--- src/hdl/membus_pkg.sv ---
package membus_pkg;

	//////////////////////////////////////////////////////////////////////
	// Bus widths
	//////////////////////////////////////////////////////////////////////

	localparam int addr_w = 18;
	localparam int word_w = 16;

	// CPU and SRAM address
	typedef logic [addr_w-1:0] addr_t;

	// Shared data bus word
	typedef logic [word_w-1:0] word_t;

	//////////////////////////////////////////////////////////////////////
	// Request kinds
	//////////////////////////////////////////////////////////////////////

	// One entry per bus operation the sequencer can run for the CPU
	typedef enum logic [2:0] {
		kind_ram_rd,
		kind_ram_wr,
		kind_uart_tx,
		kind_uart_pop,
		kind_uart_stat
	} req_kind_t;

	//////////////////////////////////////////////////////////////////////
	// Address map and status layout
	//////////////////////////////////////////////////////////////////////

	// UART data port, write sends and read pops the queue
	localparam addr_t uart_data_addr = 18'h0BF00;
	localparam addr_t uart_stat_addr = 18'h0BF01;

	// Status word bits
	localparam int stat_rx_bit   = 0;
	localparam int stat_tbre_bit = 1;

endpackage

--- src/hdl/mem_req_if.sv ---
`timescale 1ns/1ps

interface mem_req_if;

	// Request side, valid together with the req strobe
	logic                   req;
	membus_pkg::req_kind_t  kind;
	membus_pkg::addr_t      addr;
	membus_pkg::word_t      wdata;

	// Completion side
	logic                   done;
	membus_pkg::word_t      rdata;

	modport decoder (
		output req,
		output kind,
		output addr,
		output wdata,
		input  done,
		input  rdata
	);

	modport sequencer (
		input  req,
		input  kind,
		input  addr,
		input  wdata,
		output done,
		output rdata
	);

endinterface

--- src/hdl/req_decode.sv ---
`timescale 1ns/1ps

module req_decode (
	input  logic                clk,
	input  logic                rst,
	input  logic                mem_rd,
	input  logic                mem_wr,
	input  logic                mem_act,
	input  membus_pkg::addr_t   mem_addr,
	input  membus_pkg::word_t   mem_wdata,
	output logic                mem_done,
	output logic                mem_act_out,
	output membus_pkg::word_t   mem_rdata,
	mem_req_if.decoder          bus
);

	logic                   busy;
	logic                   new_req;
	membus_pkg::req_kind_t  kind_d;

	// New request when the token moved and nothing is in flight
	assign new_req = (mem_rd || mem_wr) && (mem_act != mem_act_out) && !busy;

	//////////////////////////////////////////////////////////////////////
	// Target decode
	//////////////////////////////////////////////////////////////////////

	always_comb begin
		if (mem_addr == membus_pkg::uart_data_addr) begin
			if (mem_wr)
				kind_d = membus_pkg::kind_uart_tx;
			else
				kind_d = membus_pkg::kind_uart_pop;
		end else if (mem_addr == membus_pkg::uart_stat_addr) begin
			// Writes to the status port are treated as reads
			kind_d = membus_pkg::kind_uart_stat;
		end else if (mem_wr) begin
			kind_d = membus_pkg::kind_ram_wr;
		end else begin
			kind_d = membus_pkg::kind_ram_rd;
		end
	end

	//////////////////////////////////////////////////////////////////////
	// Token, busy and done flag
	//////////////////////////////////////////////////////////////////////

	always_ff @(posedge clk) begin
		if (!rst) begin
			bus.req     <= 1'b0;
			busy        <= 1'b0;
			mem_done    <= 1'b0;
			mem_act_out <= 1'b0;
		end else begin
			bus.req <= new_req;
			if (new_req) begin
				busy     <= 1'b1;
				mem_done <= 1'b0;
			end else if (bus.done) begin
				busy        <= 1'b0;
				mem_done    <= 1'b1;
				// Hand the token back to the CPU
				mem_act_out <= mem_act;
			end
		end
	end

	// Request payload and returned data
	always_ff @(posedge clk) begin
		if (new_req) begin
			bus.kind  <= kind_d;
			bus.addr  <= mem_addr;
			bus.wdata <= mem_wdata;
		end
		if (bus.done)
			mem_rdata <= bus.rdata;
	end

endmodule

--- src/hdl/rx_queue.sv ---
`timescale 1ns/1ps

module rx_queue #(
	parameter int queue_log2 = 4
) (
	input  logic                clk,
	input  logic                rst,
	input  logic                push,
	input  membus_pkg::word_t   push_data,
	input  logic                pop,
	output membus_pkg::word_t   front_data,
	output logic                empty,
	output logic                full
);

	localparam int depth = 1 << queue_log2;

	membus_pkg::word_t  mem [depth];

	// One extra bit tells a full queue from an empty one
	logic [queue_log2:0]  front_ptr;
	logic [queue_log2:0]  tail_ptr;
	logic                 do_push;
	logic                 do_pop;

	assign empty = (front_ptr == tail_ptr);
	assign full  = (front_ptr[queue_log2] != tail_ptr[queue_log2]) &&
		(front_ptr[queue_log2-1:0] == tail_ptr[queue_log2-1:0]);

	// Overflow and underflow are dropped
	assign do_push = push && !full;
	assign do_pop  = pop && !empty;

	assign front_data = mem[front_ptr[queue_log2-1:0]];

	//////////////////////////////////////////////////////////////////////
	// Pointers
	//////////////////////////////////////////////////////////////////////

	always_ff @(posedge clk) begin
		if (!rst) begin
			front_ptr <= '0;
			tail_ptr  <= '0;
		end else begin
			if (do_push)
				tail_ptr <= tail_ptr + 1'b1;
			if (do_pop)
				front_ptr <= front_ptr + 1'b1;
		end
	end

	// Storage
	always_ff @(posedge clk) begin
		if (do_push)
			mem[tail_ptr[queue_log2-1:0]] <= push_data;
	end

endmodule

--- src/hdl/bus_sequencer.sv ---
`timescale 1ns/1ps

module bus_sequencer #(
	parameter int queue_log2 = 4
) (
	input  logic                clk,
	input  logic                rst,
	input  membus_pkg::word_t   ram_rdata,
	input  logic                uart_data_ready,
	input  logic                uart_tbre,
	input  logic                uart_tsre,
	input  membus_pkg::word_t   front_data,
	input  logic                empty,
	input  logic                full,
	output membus_pkg::addr_t   ram_addr,
	output membus_pkg::word_t   ram_wdata,
	output logic                ram_data_oe,
	output logic                ram_en,
	output logic                ram_oe,
	output logic                ram_we,
	output logic                uart_rdn,
	output logic                uart_wrn,
	output logic                push,
	output membus_pkg::word_t   push_data,
	output logic                pop,
	mem_req_if.sequencer        bus
);

	// Queue must hold at least two words
	if (queue_log2 < 1) begin : g_depth_check
		$error("queue_log2 must be at least 1");
	end

	typedef enum logic [3:0] {
		st_idle,
		st_rx1, st_rx2, st_rx3,
		st_rd1, st_rd2, st_rd3,
		st_wr1, st_wr2, st_wr3,
		st_tx1, st_tx2, st_tx3, st_tx4,
		st_pop, st_stat
	} state_t;

	state_t                 state;
	state_t                 next_state;
	logic                   pend_valid;
	logic                   rx_start;
	logic                   start_valid;
	membus_pkg::req_kind_t  start_kind;
	membus_pkg::req_kind_t  op_kind;
	membus_pkg::addr_t      op_addr;
	membus_pkg::word_t      op_wdata;
	membus_pkg::word_t      rdata_q;
	membus_pkg::word_t      stat_word;

	// Receive has priority over a CPU request
	assign rx_start    = uart_data_ready && !full;
	assign start_valid = bus.req || pend_valid;
	assign start_kind  = bus.req ? bus.kind : op_kind;

	//////////////////////////////////////////////////////////////////////
	// Next state
	//////////////////////////////////////////////////////////////////////

	always_comb begin
		next_state = state;
		case (state)
			st_idle: begin
				if (rx_start) begin
					next_state = st_rx1;
				end else if (start_valid) begin
					case (start_kind)
						membus_pkg::kind_ram_rd:  next_state = st_rd1;
						membus_pkg::kind_ram_wr:  next_state = st_wr1;
						membus_pkg::kind_uart_tx: next_state = st_tx1;
						membus_pkg::kind_uart_pop: next_state = st_pop;
						default:                  next_state = st_stat;
					endcase
				end
			end
			st_rx1: next_state = st_rx2;
			st_rx2: next_state = st_rx3;
			st_rd1: next_state = st_rd2;
			st_rd2: next_state = st_rd3;
			st_wr1: next_state = st_wr2;
			st_wr2: next_state = st_wr3;
			st_tx1: next_state = st_tx2;
			// Hold the write strobe until the UART takes the byte
			st_tx2: if (!uart_tbre) next_state = st_tx3;
			st_tx3: if (uart_tbre) next_state = st_tx4;
			st_tx4: if (uart_tsre) next_state = st_idle;
			default: next_state = st_idle;
		endcase
	end

	always_ff @(posedge clk) begin
		if (!rst) begin
			state      <= st_idle;
			pend_valid <= 1'b0;
		end else begin
			state <= next_state;
			// Idle without a receive always dispatches what is waiting
			if (state == st_idle && !rx_start)
				pend_valid <= 1'b0;
			else if (bus.req)
				pend_valid <= 1'b1;
		end
	end

	// Request payload and SRAM read data
	always_ff @(posedge clk) begin
		if (bus.req) begin
			op_kind  <= bus.kind;
			op_addr  <= bus.addr;
			op_wdata <= bus.wdata;
		end
		if (state == st_rd2)
			rdata_q <= ram_rdata;
	end

	//////////////////////////////////////////////////////////////////////
	// Bus strobes
	//////////////////////////////////////////////////////////////////////

	assign ram_addr  = op_addr;
	assign ram_wdata = op_wdata;

	assign ram_en = !(state inside {st_rd1, st_rd2, st_wr1, st_wr2, st_wr3});
	assign ram_oe = !(state == st_rd2);
	assign ram_we = !(state == st_wr2);

	// CPU drives the bus for SRAM writes and the whole transmit
	assign ram_data_oe = state inside {st_wr1, st_wr2, st_wr3,
		st_tx1, st_tx2, st_tx3, st_tx4};

	assign uart_rdn = !(state inside {st_rx1, st_rx2});
	assign uart_wrn = !(state == st_tx2);

	// Receive word goes straight from the bus into the queue
	assign push      = (state == st_rx2);
	assign push_data = ram_rdata;
	assign pop       = (state == st_pop) && !empty;

	always_comb begin
		stat_word = '0;
		stat_word[membus_pkg::stat_rx_bit]   = !empty;
		stat_word[membus_pkg::stat_tbre_bit] = uart_tbre;
	end

	// Completion
	assign bus.done = (state inside {st_rd3, st_wr3, st_pop, st_stat}) ||
		(state == st_tx4 && uart_tsre);

	always_comb begin
		case (state)
			st_pop:  bus.rdata = empty ? '0 : front_data;
			st_stat: bus.rdata = stat_word;
			default: bus.rdata = rdata_q;
		endcase
	end

endmodule

--- src/hdl/membus_top.sv ---
`timescale 1ns/1ps

module membus_top #(
	parameter int queue_log2 = 4
) (
	input  logic                clk,
	input  logic                rst,
	input  logic                mem_rd,
	input  logic                mem_wr,
	input  logic                mem_act,
	input  membus_pkg::addr_t   mem_addr,
	input  membus_pkg::word_t   mem_wdata,
	input  membus_pkg::word_t   ram_rdata,
	input  logic                uart_data_ready,
	input  logic                uart_tbre,
	input  logic                uart_tsre,
	output logic                mem_done,
	output logic                mem_act_out,
	output membus_pkg::word_t   mem_rdata,
	output membus_pkg::addr_t   ram_addr,
	output membus_pkg::word_t   ram_wdata,
	output logic                ram_data_oe,
	output logic                ram_en,
	output logic                ram_oe,
	output logic                ram_we,
	output logic                uart_rdn,
	output logic                uart_wrn
);

	// Receive queue link
	logic               push;
	membus_pkg::word_t  push_data;
	logic               pop;
	membus_pkg::word_t  front_data;
	logic               empty;
	logic               full;

	mem_req_if u_req_if ();

	req_decode u_decode (
		.clk         (clk),
		.rst         (rst),
		.mem_rd      (mem_rd),
		.mem_wr      (mem_wr),
		.mem_act     (mem_act),
		.mem_addr    (mem_addr),
		.mem_wdata   (mem_wdata),
		.mem_done    (mem_done),
		.mem_act_out (mem_act_out),
		.mem_rdata   (mem_rdata),
		.bus         (u_req_if.decoder)
	);

	bus_sequencer #(
		.queue_log2 (queue_log2)
	) u_sequencer (
		.clk             (clk),
		.rst             (rst),
		.ram_rdata       (ram_rdata),
		.uart_data_ready (uart_data_ready),
		.uart_tbre       (uart_tbre),
		.uart_tsre       (uart_tsre),
		.front_data      (front_data),
		.empty           (empty),
		.full            (full),
		.ram_addr        (ram_addr),
		.ram_wdata       (ram_wdata),
		.ram_data_oe     (ram_data_oe),
		.ram_en          (ram_en),
		.ram_oe          (ram_oe),
		.ram_we          (ram_we),
		.uart_rdn        (uart_rdn),
		.uart_wrn        (uart_wrn),
		.push            (push),
		.push_data       (push_data),
		.pop             (pop),
		.bus             (u_req_if.sequencer)
	);

	rx_queue #(
		.queue_log2 (queue_log2)
	) u_rx_queue (
		.clk        (clk),
		.rst        (rst),
		.push       (push),
		.push_data  (push_data),
		.pop        (pop),
		.front_data (front_data),
		.empty      (empty),
		.full       (full)
	);

endmodule

--- config.mk ---
export PLATFORM = sky130hd
export DESIGN_NAME = membus_top
export DESIGN_NICKNAME = d
export VERILOG_FILES = /design/src/hdl/membus_pkg.sv /design/src/hdl/mem_req_if.sv /design/src/hdl/req_decode.sv /design/src/hdl/rx_queue.sv /design/src/hdl/bus_sequencer.sv /design/src/hdl/membus_top.sv
export SDC_FILE = /design/constraint.sdc
export NUM_CORES = 1
export LEC_CHECK = 0
export BUFFER_PORTS_ARGS = -buffer_cell sky130_fd_sc_hd__buf_2
export CAP_MARGIN = 0
export CORE_MARGIN = 5
export CORE_UTILIZATION = 60
export DETAILED_ROUTE_END_ITERATION = 10
export PLACE_DENSITY = 0.76
export SLEW_MARGIN = 10
export SYNTH_ARGS = -nofsm -noshare
export SYNTH_HDL_FRONTEND = slang
export SYNTH_SLANG_ARGS = --single-unit
export TNS_END_PERCENT = 30
--- constraint.sdc ---
create_clock -name clk -period 4.4 [get_ports clk]
set_input_delay 0.88 -clock clk [delete_from_list [all_inputs] [get_ports clk]]
set_output_delay 0.88 -clock clk [all_outputs]
set_load 0.02 [all_outputs]
Word-level counts from Yosys, hierarchy flattened
Memories as Yosys holds them, arrays and structs flattened. A register that Yosys moved wholly into a read port is not among the register bits.
Cells that the tools add are included.
- memory bits (writable): 256
- flip-flop bits (word level): 125
- memories: 1
- input port bits: 58
- word-level logic and storage cells: 100
- output and inout port bits: 58
- memory list (name ; depth ; bits a word ; read ports ; clocked after memory_dff ; wr ports ; RTL line ; source):
    u_rx_queue.mem ; 16 ; 16 ; 1 ; 1 ; 1 ; rx_queue.sv:18 ; membus_pkg::word_t mem [depth];
- equality and inequality tests: 27
- multiplexer cells: 20
- reductions and logical operators: 32
- $add $sub $neg: 2
- bitwise gates (word level): 2
- operator list (kind ; count):
    $pmux W4 S11 ; 1
    $eq A18 B16 Y1 const B ; 2
    $eq A4 B4 Y1 const B ; 8
    $pmux W16 S2 ; 1
    $mux W4 ; 7
    $eq A4 B3 Y1 const B ; 4
    $mux W16 ; 1
    $pmux W4 S4 ; 1
    $add A5 B1 Y5 const B ; 2
    $logic_and A1 B1 Y1 ; 9
    $logic_not A1 Y1 ; 9
    $mux W3 ; 3
    $reduce_bool A7 Y1 ; 1
    $eq A3 B2 Y1 const B ; 2
    $mux W1 ; 6
    $ne A2 B2 Y1 const B ; 3
    $eq A5 B5 Y1 ; 1
    $reduce_bool A5 Y1 ; 1
    $eq A4 B1 Y1 const B ; 1
    $eq A4 B2 Y1 const B ; 1
    $eq A4 B4 Y1 ; 1
    $logic_not A4 Y1 ; 1
    $reduce_and A4 Y1 ; 1
    $reduce_bool A2 Y1 ; 2
    other kinds (9) ; 14

Longest topological paths before layout
- depth after elaboration: 7
- gate-level depth with buffers: 7
- mapped depth without buffers: 5

By module
Synthesis repeated with hierarchy kept, for this count alone.
- cell total of the unflattened synthesis: 712
- area total of the unflattened synthesis: 14925.6 µm²
- modules (own cells, without submodules) (module ; cells an instance ; seq. area each (µm²) ; area each (µm²) ; instances):
    rx_queue ; 458 ; 7967.6 ; 10659.0 ; 1
    bus_sequencer ; 174 ; 1661.6 ; 2443.6 ; 1
    req_decode ; 80 ; 1671.6 ; 1823.0 ; 1

Worst setup path before layout
Ideal clock, no wire load.
- kind: input port to flip-flop
- start point: in uart_tsre
- end point: reg u_decode.mem_rdata[0] (enable)
- stages on the path: 3
- arrival: 2.313 ns
- slack: 1.674 ns
- data required time: 3.987 ns
- library setup time: 0.413 ns
- path through: nand2b_1 a21oi_1 nor3_1
- word-level cells in the longest chain between the ends: 2
- ends and longest elaborated chain (what ; RTL line ; source):
    from (decl) ; membus_top.sv:16 ; input logic uart_tsre,
    $logic_and A1 B1 Y1 ; bus_sequencer.sv:151 ; (state == st_tx4 && uart_tsre);
    $logic_or A1 B1 Y1 ; bus_sequencer.sv:150 ; assign bus.done = (state inside {st_rd3, st_wr3, st_pop, st_stat}) ||
    named net u_decode.bus.done ; mem_req_if.sv:20 ; input done,
    to (signal assigned) ; req_decode.sv:76 ; mem_rdata <= bus.rdata;
    to (decl) ; req_decode.sv:13 ; output membus_pkg::word_t mem_rdata,
The timed path passes the listed nets, and every way through them passes these cells.
A chain may end at the register's enable or synchronous reset.

Final worst setup path
- start point: reg u_sequencer.state[1]
- end point: mem u_rx_queue.mem[2][15] (netlist name) (enable)
- word-level cells in the longest chain between the ends: 4
- ends and longest elaborated chain (what ; RTL line ; source):
    from (decl) ; bus_sequencer.sv:43 ; state_t state;
    from (signal assigned) ; bus_sequencer.sv:97 ; state <= st_idle;
    from (signal assigned) ; bus_sequencer.sv:100 ; state <= next_state;
    $eq A4 B2 Y1 ; bus_sequencer.sv:139 ; assign push = (state == st_rx2);
    $logic_and A1 B1 Y1 ; rx_queue.sv:31 ; assign do_push = push && !full;
    $mux W1 ; rx_queue.sv:54 ; if (do_push)
    $mux W1 (not written as such) ; rx_queue.sv:55 ; mem[tail_ptr[queue_log2-1:0]] <= push_data;
    to (decl) ; rx_queue.sv:18 ;
Every way passes these cells.

==> key figures <==
Timing
  – PnR worst setup slack: between 1000 and 1500 ps
  – Fin. max-slew vios: 0
  – Setup Skew: around 20 ps
  – Setup-failing EPs final: 0
  – Unrepaired setup endpoints after global routing: no
  – Worst slew pin tran: ~1200 ps
  – Final Hold Vio Count: 0
  – FMAX: roughly 0.32 GHz
  – Final min period: 3100 ps
  – Setup total negative slack: 0 ps
  – Period utilisation layout: 0.705
  – Hold_ws: about 420 ps
  – Max-slew headroom: 0.209

Clock tree
  – CTS tree: built
  – Cts bufs inserted: 38
  – Reg clk slew, reported paths: roughly 60 ps
  – Bufs on Longest Clock Path: 3
  – Clk_lat worst skew: approximately 520 ps
  – CTS Root Cell: clkbuf_16
  – # hold bufs at CTS: 0
  – Number of H-tree levels: 2
  – Sinks on the clock net: slightly below 400
  – Setup bufs post-CTS: 0
  – Number of gates resized after cts: 0

Floorplan
  – Initial Util: 0.604
  – Die height: between 150 and 200 µm
  – Io pins: approximately 120
  – Die ar.: around 27000 µm²
  – CORE AREA: roughly 24000 µm²
  – Cell row count: 57
  – Die X: between 150 and 200 µm

Final layout
  – Area of the multi-input gates: between 2000 and 3000 µm²
  – Sequential cell area: between 10000 and 15000 µm²
  – Fillers: 1500
  – Syn-to-layout area delta: 14.7%
  – Share of cells above drive strength 1: 0.308
  – N_diodes: 0
  – Fin nets: a little over 900

Yosys
  – Ys flop type: edfxtp_1
  – Synth top area cells: edfxtp_1 (74%), mux4_2 (12%), dfxtp_1 (3.6%), nor2_1 (0.72%), nand2_1 (0.70%)
  – Yosys cell types: between 40 and 50
  – Async SR Flop Fraction: 0
  – Largest area contributor in the netlist: edfxtp_1
  – Yosys warns: 0
  – Synthesized instance count: 725
  – Flops & latches, synth: roughly 390
  – Syn_nets: roughly 800
  – Mean post-synth cell area: roughly 20 µm²
  – Commonest cells in the netlist: edfxtp_1 (359), mux4_2 (80), nor2_1 (28)
  – Area share of the largest cell type after synthesis: 0.740
  – Mapped Area: around 15000 µm²
  – Sequential-to-total area share from yosys stat: 0.776
  – Post-synth EDFFs: 359
  – Most common cell in the netlist: edfxtp_1

Min path
  – Hold crit path type: reg -> reg
  – Hold Crit Start: u_decode.bus.wdata[4]

Power and ir drop
  – Pint: ~6.5 mW
  – VDD IR-drop max: 0.476 mV
  – Clk pwr share: 0.375
  – Sequential group share of total power: 0.521
  – Combinational group share of total power: 0.104
  – Net switching power: ~2.0 mW
  – Total power: about 8.5 mW
  – LEAKAGE: ~5.6 nW
  – Pwr Density: 509 nW/µm²
  – Sw Share: 0.237

Flow run
  – Number of max-cap violations: 0

Global route
  – Total congestion overflow: 0
  – Initial antenna violation count: 0
  – GRT Total Usage: 0.222
  – Vias in the first global route: between 7000 and 8000
  – Largest net degree at the start of global routing: 39
  – First-pass GRT wire length: between 40 and 50 mm

Placement
  – Dpl ws: around 1400 ps
  – RD Place Congestion: 0.879
  – Port bufs: ~120
  – DP HPWL: ~19 mm

Status
  – Run status: finished clean

Worst setup path
  – Cells along the critical path: nand2b_1, or3_1, a21oi_2, and3_1
  – Crit path capture type: register
  – Crit-path max FO: 18
  – Peak per-stage delay on the critical path: just over 900 ps
  – Crit Reg-Reg Startpoint: u_sequencer.state[1]
  – Critical Path RT: roughly 4500 ps
  – Slowest CP cell: and3_1
  – Startpoint Class: register
  – Critical path data arrival time: around 3200 ps
  – WS Path Type: reg -> reg
  – Worst Setup SP: u_sequencer.state[1]

Drt
  – Via density per instance: 6.07
  – Via count: around 7300
  – Drt total wl: a little over 30 mm
  – Violation count after the first detailed-routing iteration: ~860
  – Drt first pass iters: 5
  – Routed Antenna Nets: 0
  – DRC: 0
  – Post-DR wirelength/cell: between 20 and 30 µm
-- through the flow --
stage,std cells,utilization,cell area (µm²)
final,1207,0.693,16700
after global routing,1207,0.693,16700
after CTS,1207,0.693,16700
after detailed placement,1139,0.641,15500
after global placement,1139,0.641,15500
after floorplan,725,-,14600
-- final timing paths --
kind                                                  to  slack, ps  cells after the start
worst max-delay path               u_rx_queue.mem[2][15]       1300                      4
worst min register to register  u_sequencer.ram_wdata[4]        420                      0
worst max register to register     u_rx_queue.mem[2][15]       1300                      4
worst min-delay path            u_sequencer.ram_wdata[4]        420                      0
-- layout make-up --
class | instances | share of cell area
clock buffer | 47 | 0.0620
clock inverter | 21 | 0.0122
inverter | 27 | 0.00607
multi-input combinational | 278 | 0.179
sequential | 385 | 0.677
tap | 324 | 0.0243
timing repair buffer | 125 | 0.0390
-- layout by cell type (no fill, tap or decap), types with 6 or more instances in the layout --
master and instances:
a21oi_1 13, and3_1 13, buf_2 115, buf_4 10
clkbuf_16 39, clkinv_1 9, clkinv_2 6, dfxtp_1 23
edfxtp_1 359, inv_1 26, mux4_2 80, nand2_1 27
nand2b_1 6, nand3_1 7, nor2_1 28, nor3_1 6
o21ai_0 12, o21ai_1 14, or3_1 6, xnor2_1 8
-- state kept, by name (all words and copies together) (netlist names), named ones only --
name                    count
u_decode.mem_done           1
u_decode.bus.addr          18
u_sequencer.pend_valid      1
u_decode.mem_rdata         16
u_rx_queue.front_ptr        5
u_rx_queue.tail_ptr         5
u_rx_queue.mem            256
u_sequencer.rdata_q        16
u_sequencer.state           4
u_decode.bus.kind           3
u_sequencer.ram_wdata      16
u_sequencer.op_kind         3
u_decode.busy               1
u_decode.bus.req            1
u_decode.bus.wdata         16
u_decode.mem_act_out        1
u_sequencer.ram_addr       18
-- kinds of logic after synthesis --
group                      Yosys count  synth area share
AOI/OAI and AO/OA                   56            0.0230
xor gates and xnor gates            12           0.00722
adders and majority gates            5           0.00430
buffers and inverters               62            0.0191
DFF                                385             0.776
muxes                               87             0.129
and+or+nand+nor                    118            0.0417
-- power by group through the flow --
stage	clock (mW)	combinational (mW)	sequential [mW]
after floorplan	0	0.507	4.51
final	3.19	0.887	4.42
after CTS	3.24	0.890	4.42
after global placement	0	0.859	4.48
after detailed placement	0	0.882	4.50
after global routing	3.41	0.959	4.45
-- layer usage --
metal  global-route usage  vias up  wire (µm)
met5                    0        -          0
met4               0.0520        0        572
met3               0.0588       41       3040
met2                0.359      376      15100
met1                0.313     3735      12000
li1                     -     3170          -
-- critical path, delay by kind of cell, from the launching register on --
kind / cells / cell delay (ps)
flops: 1 / 670
simple gates: 3 / 1500
compound gates: 1 / 530
Note: power is estimated with default switching activity, not from simulation.
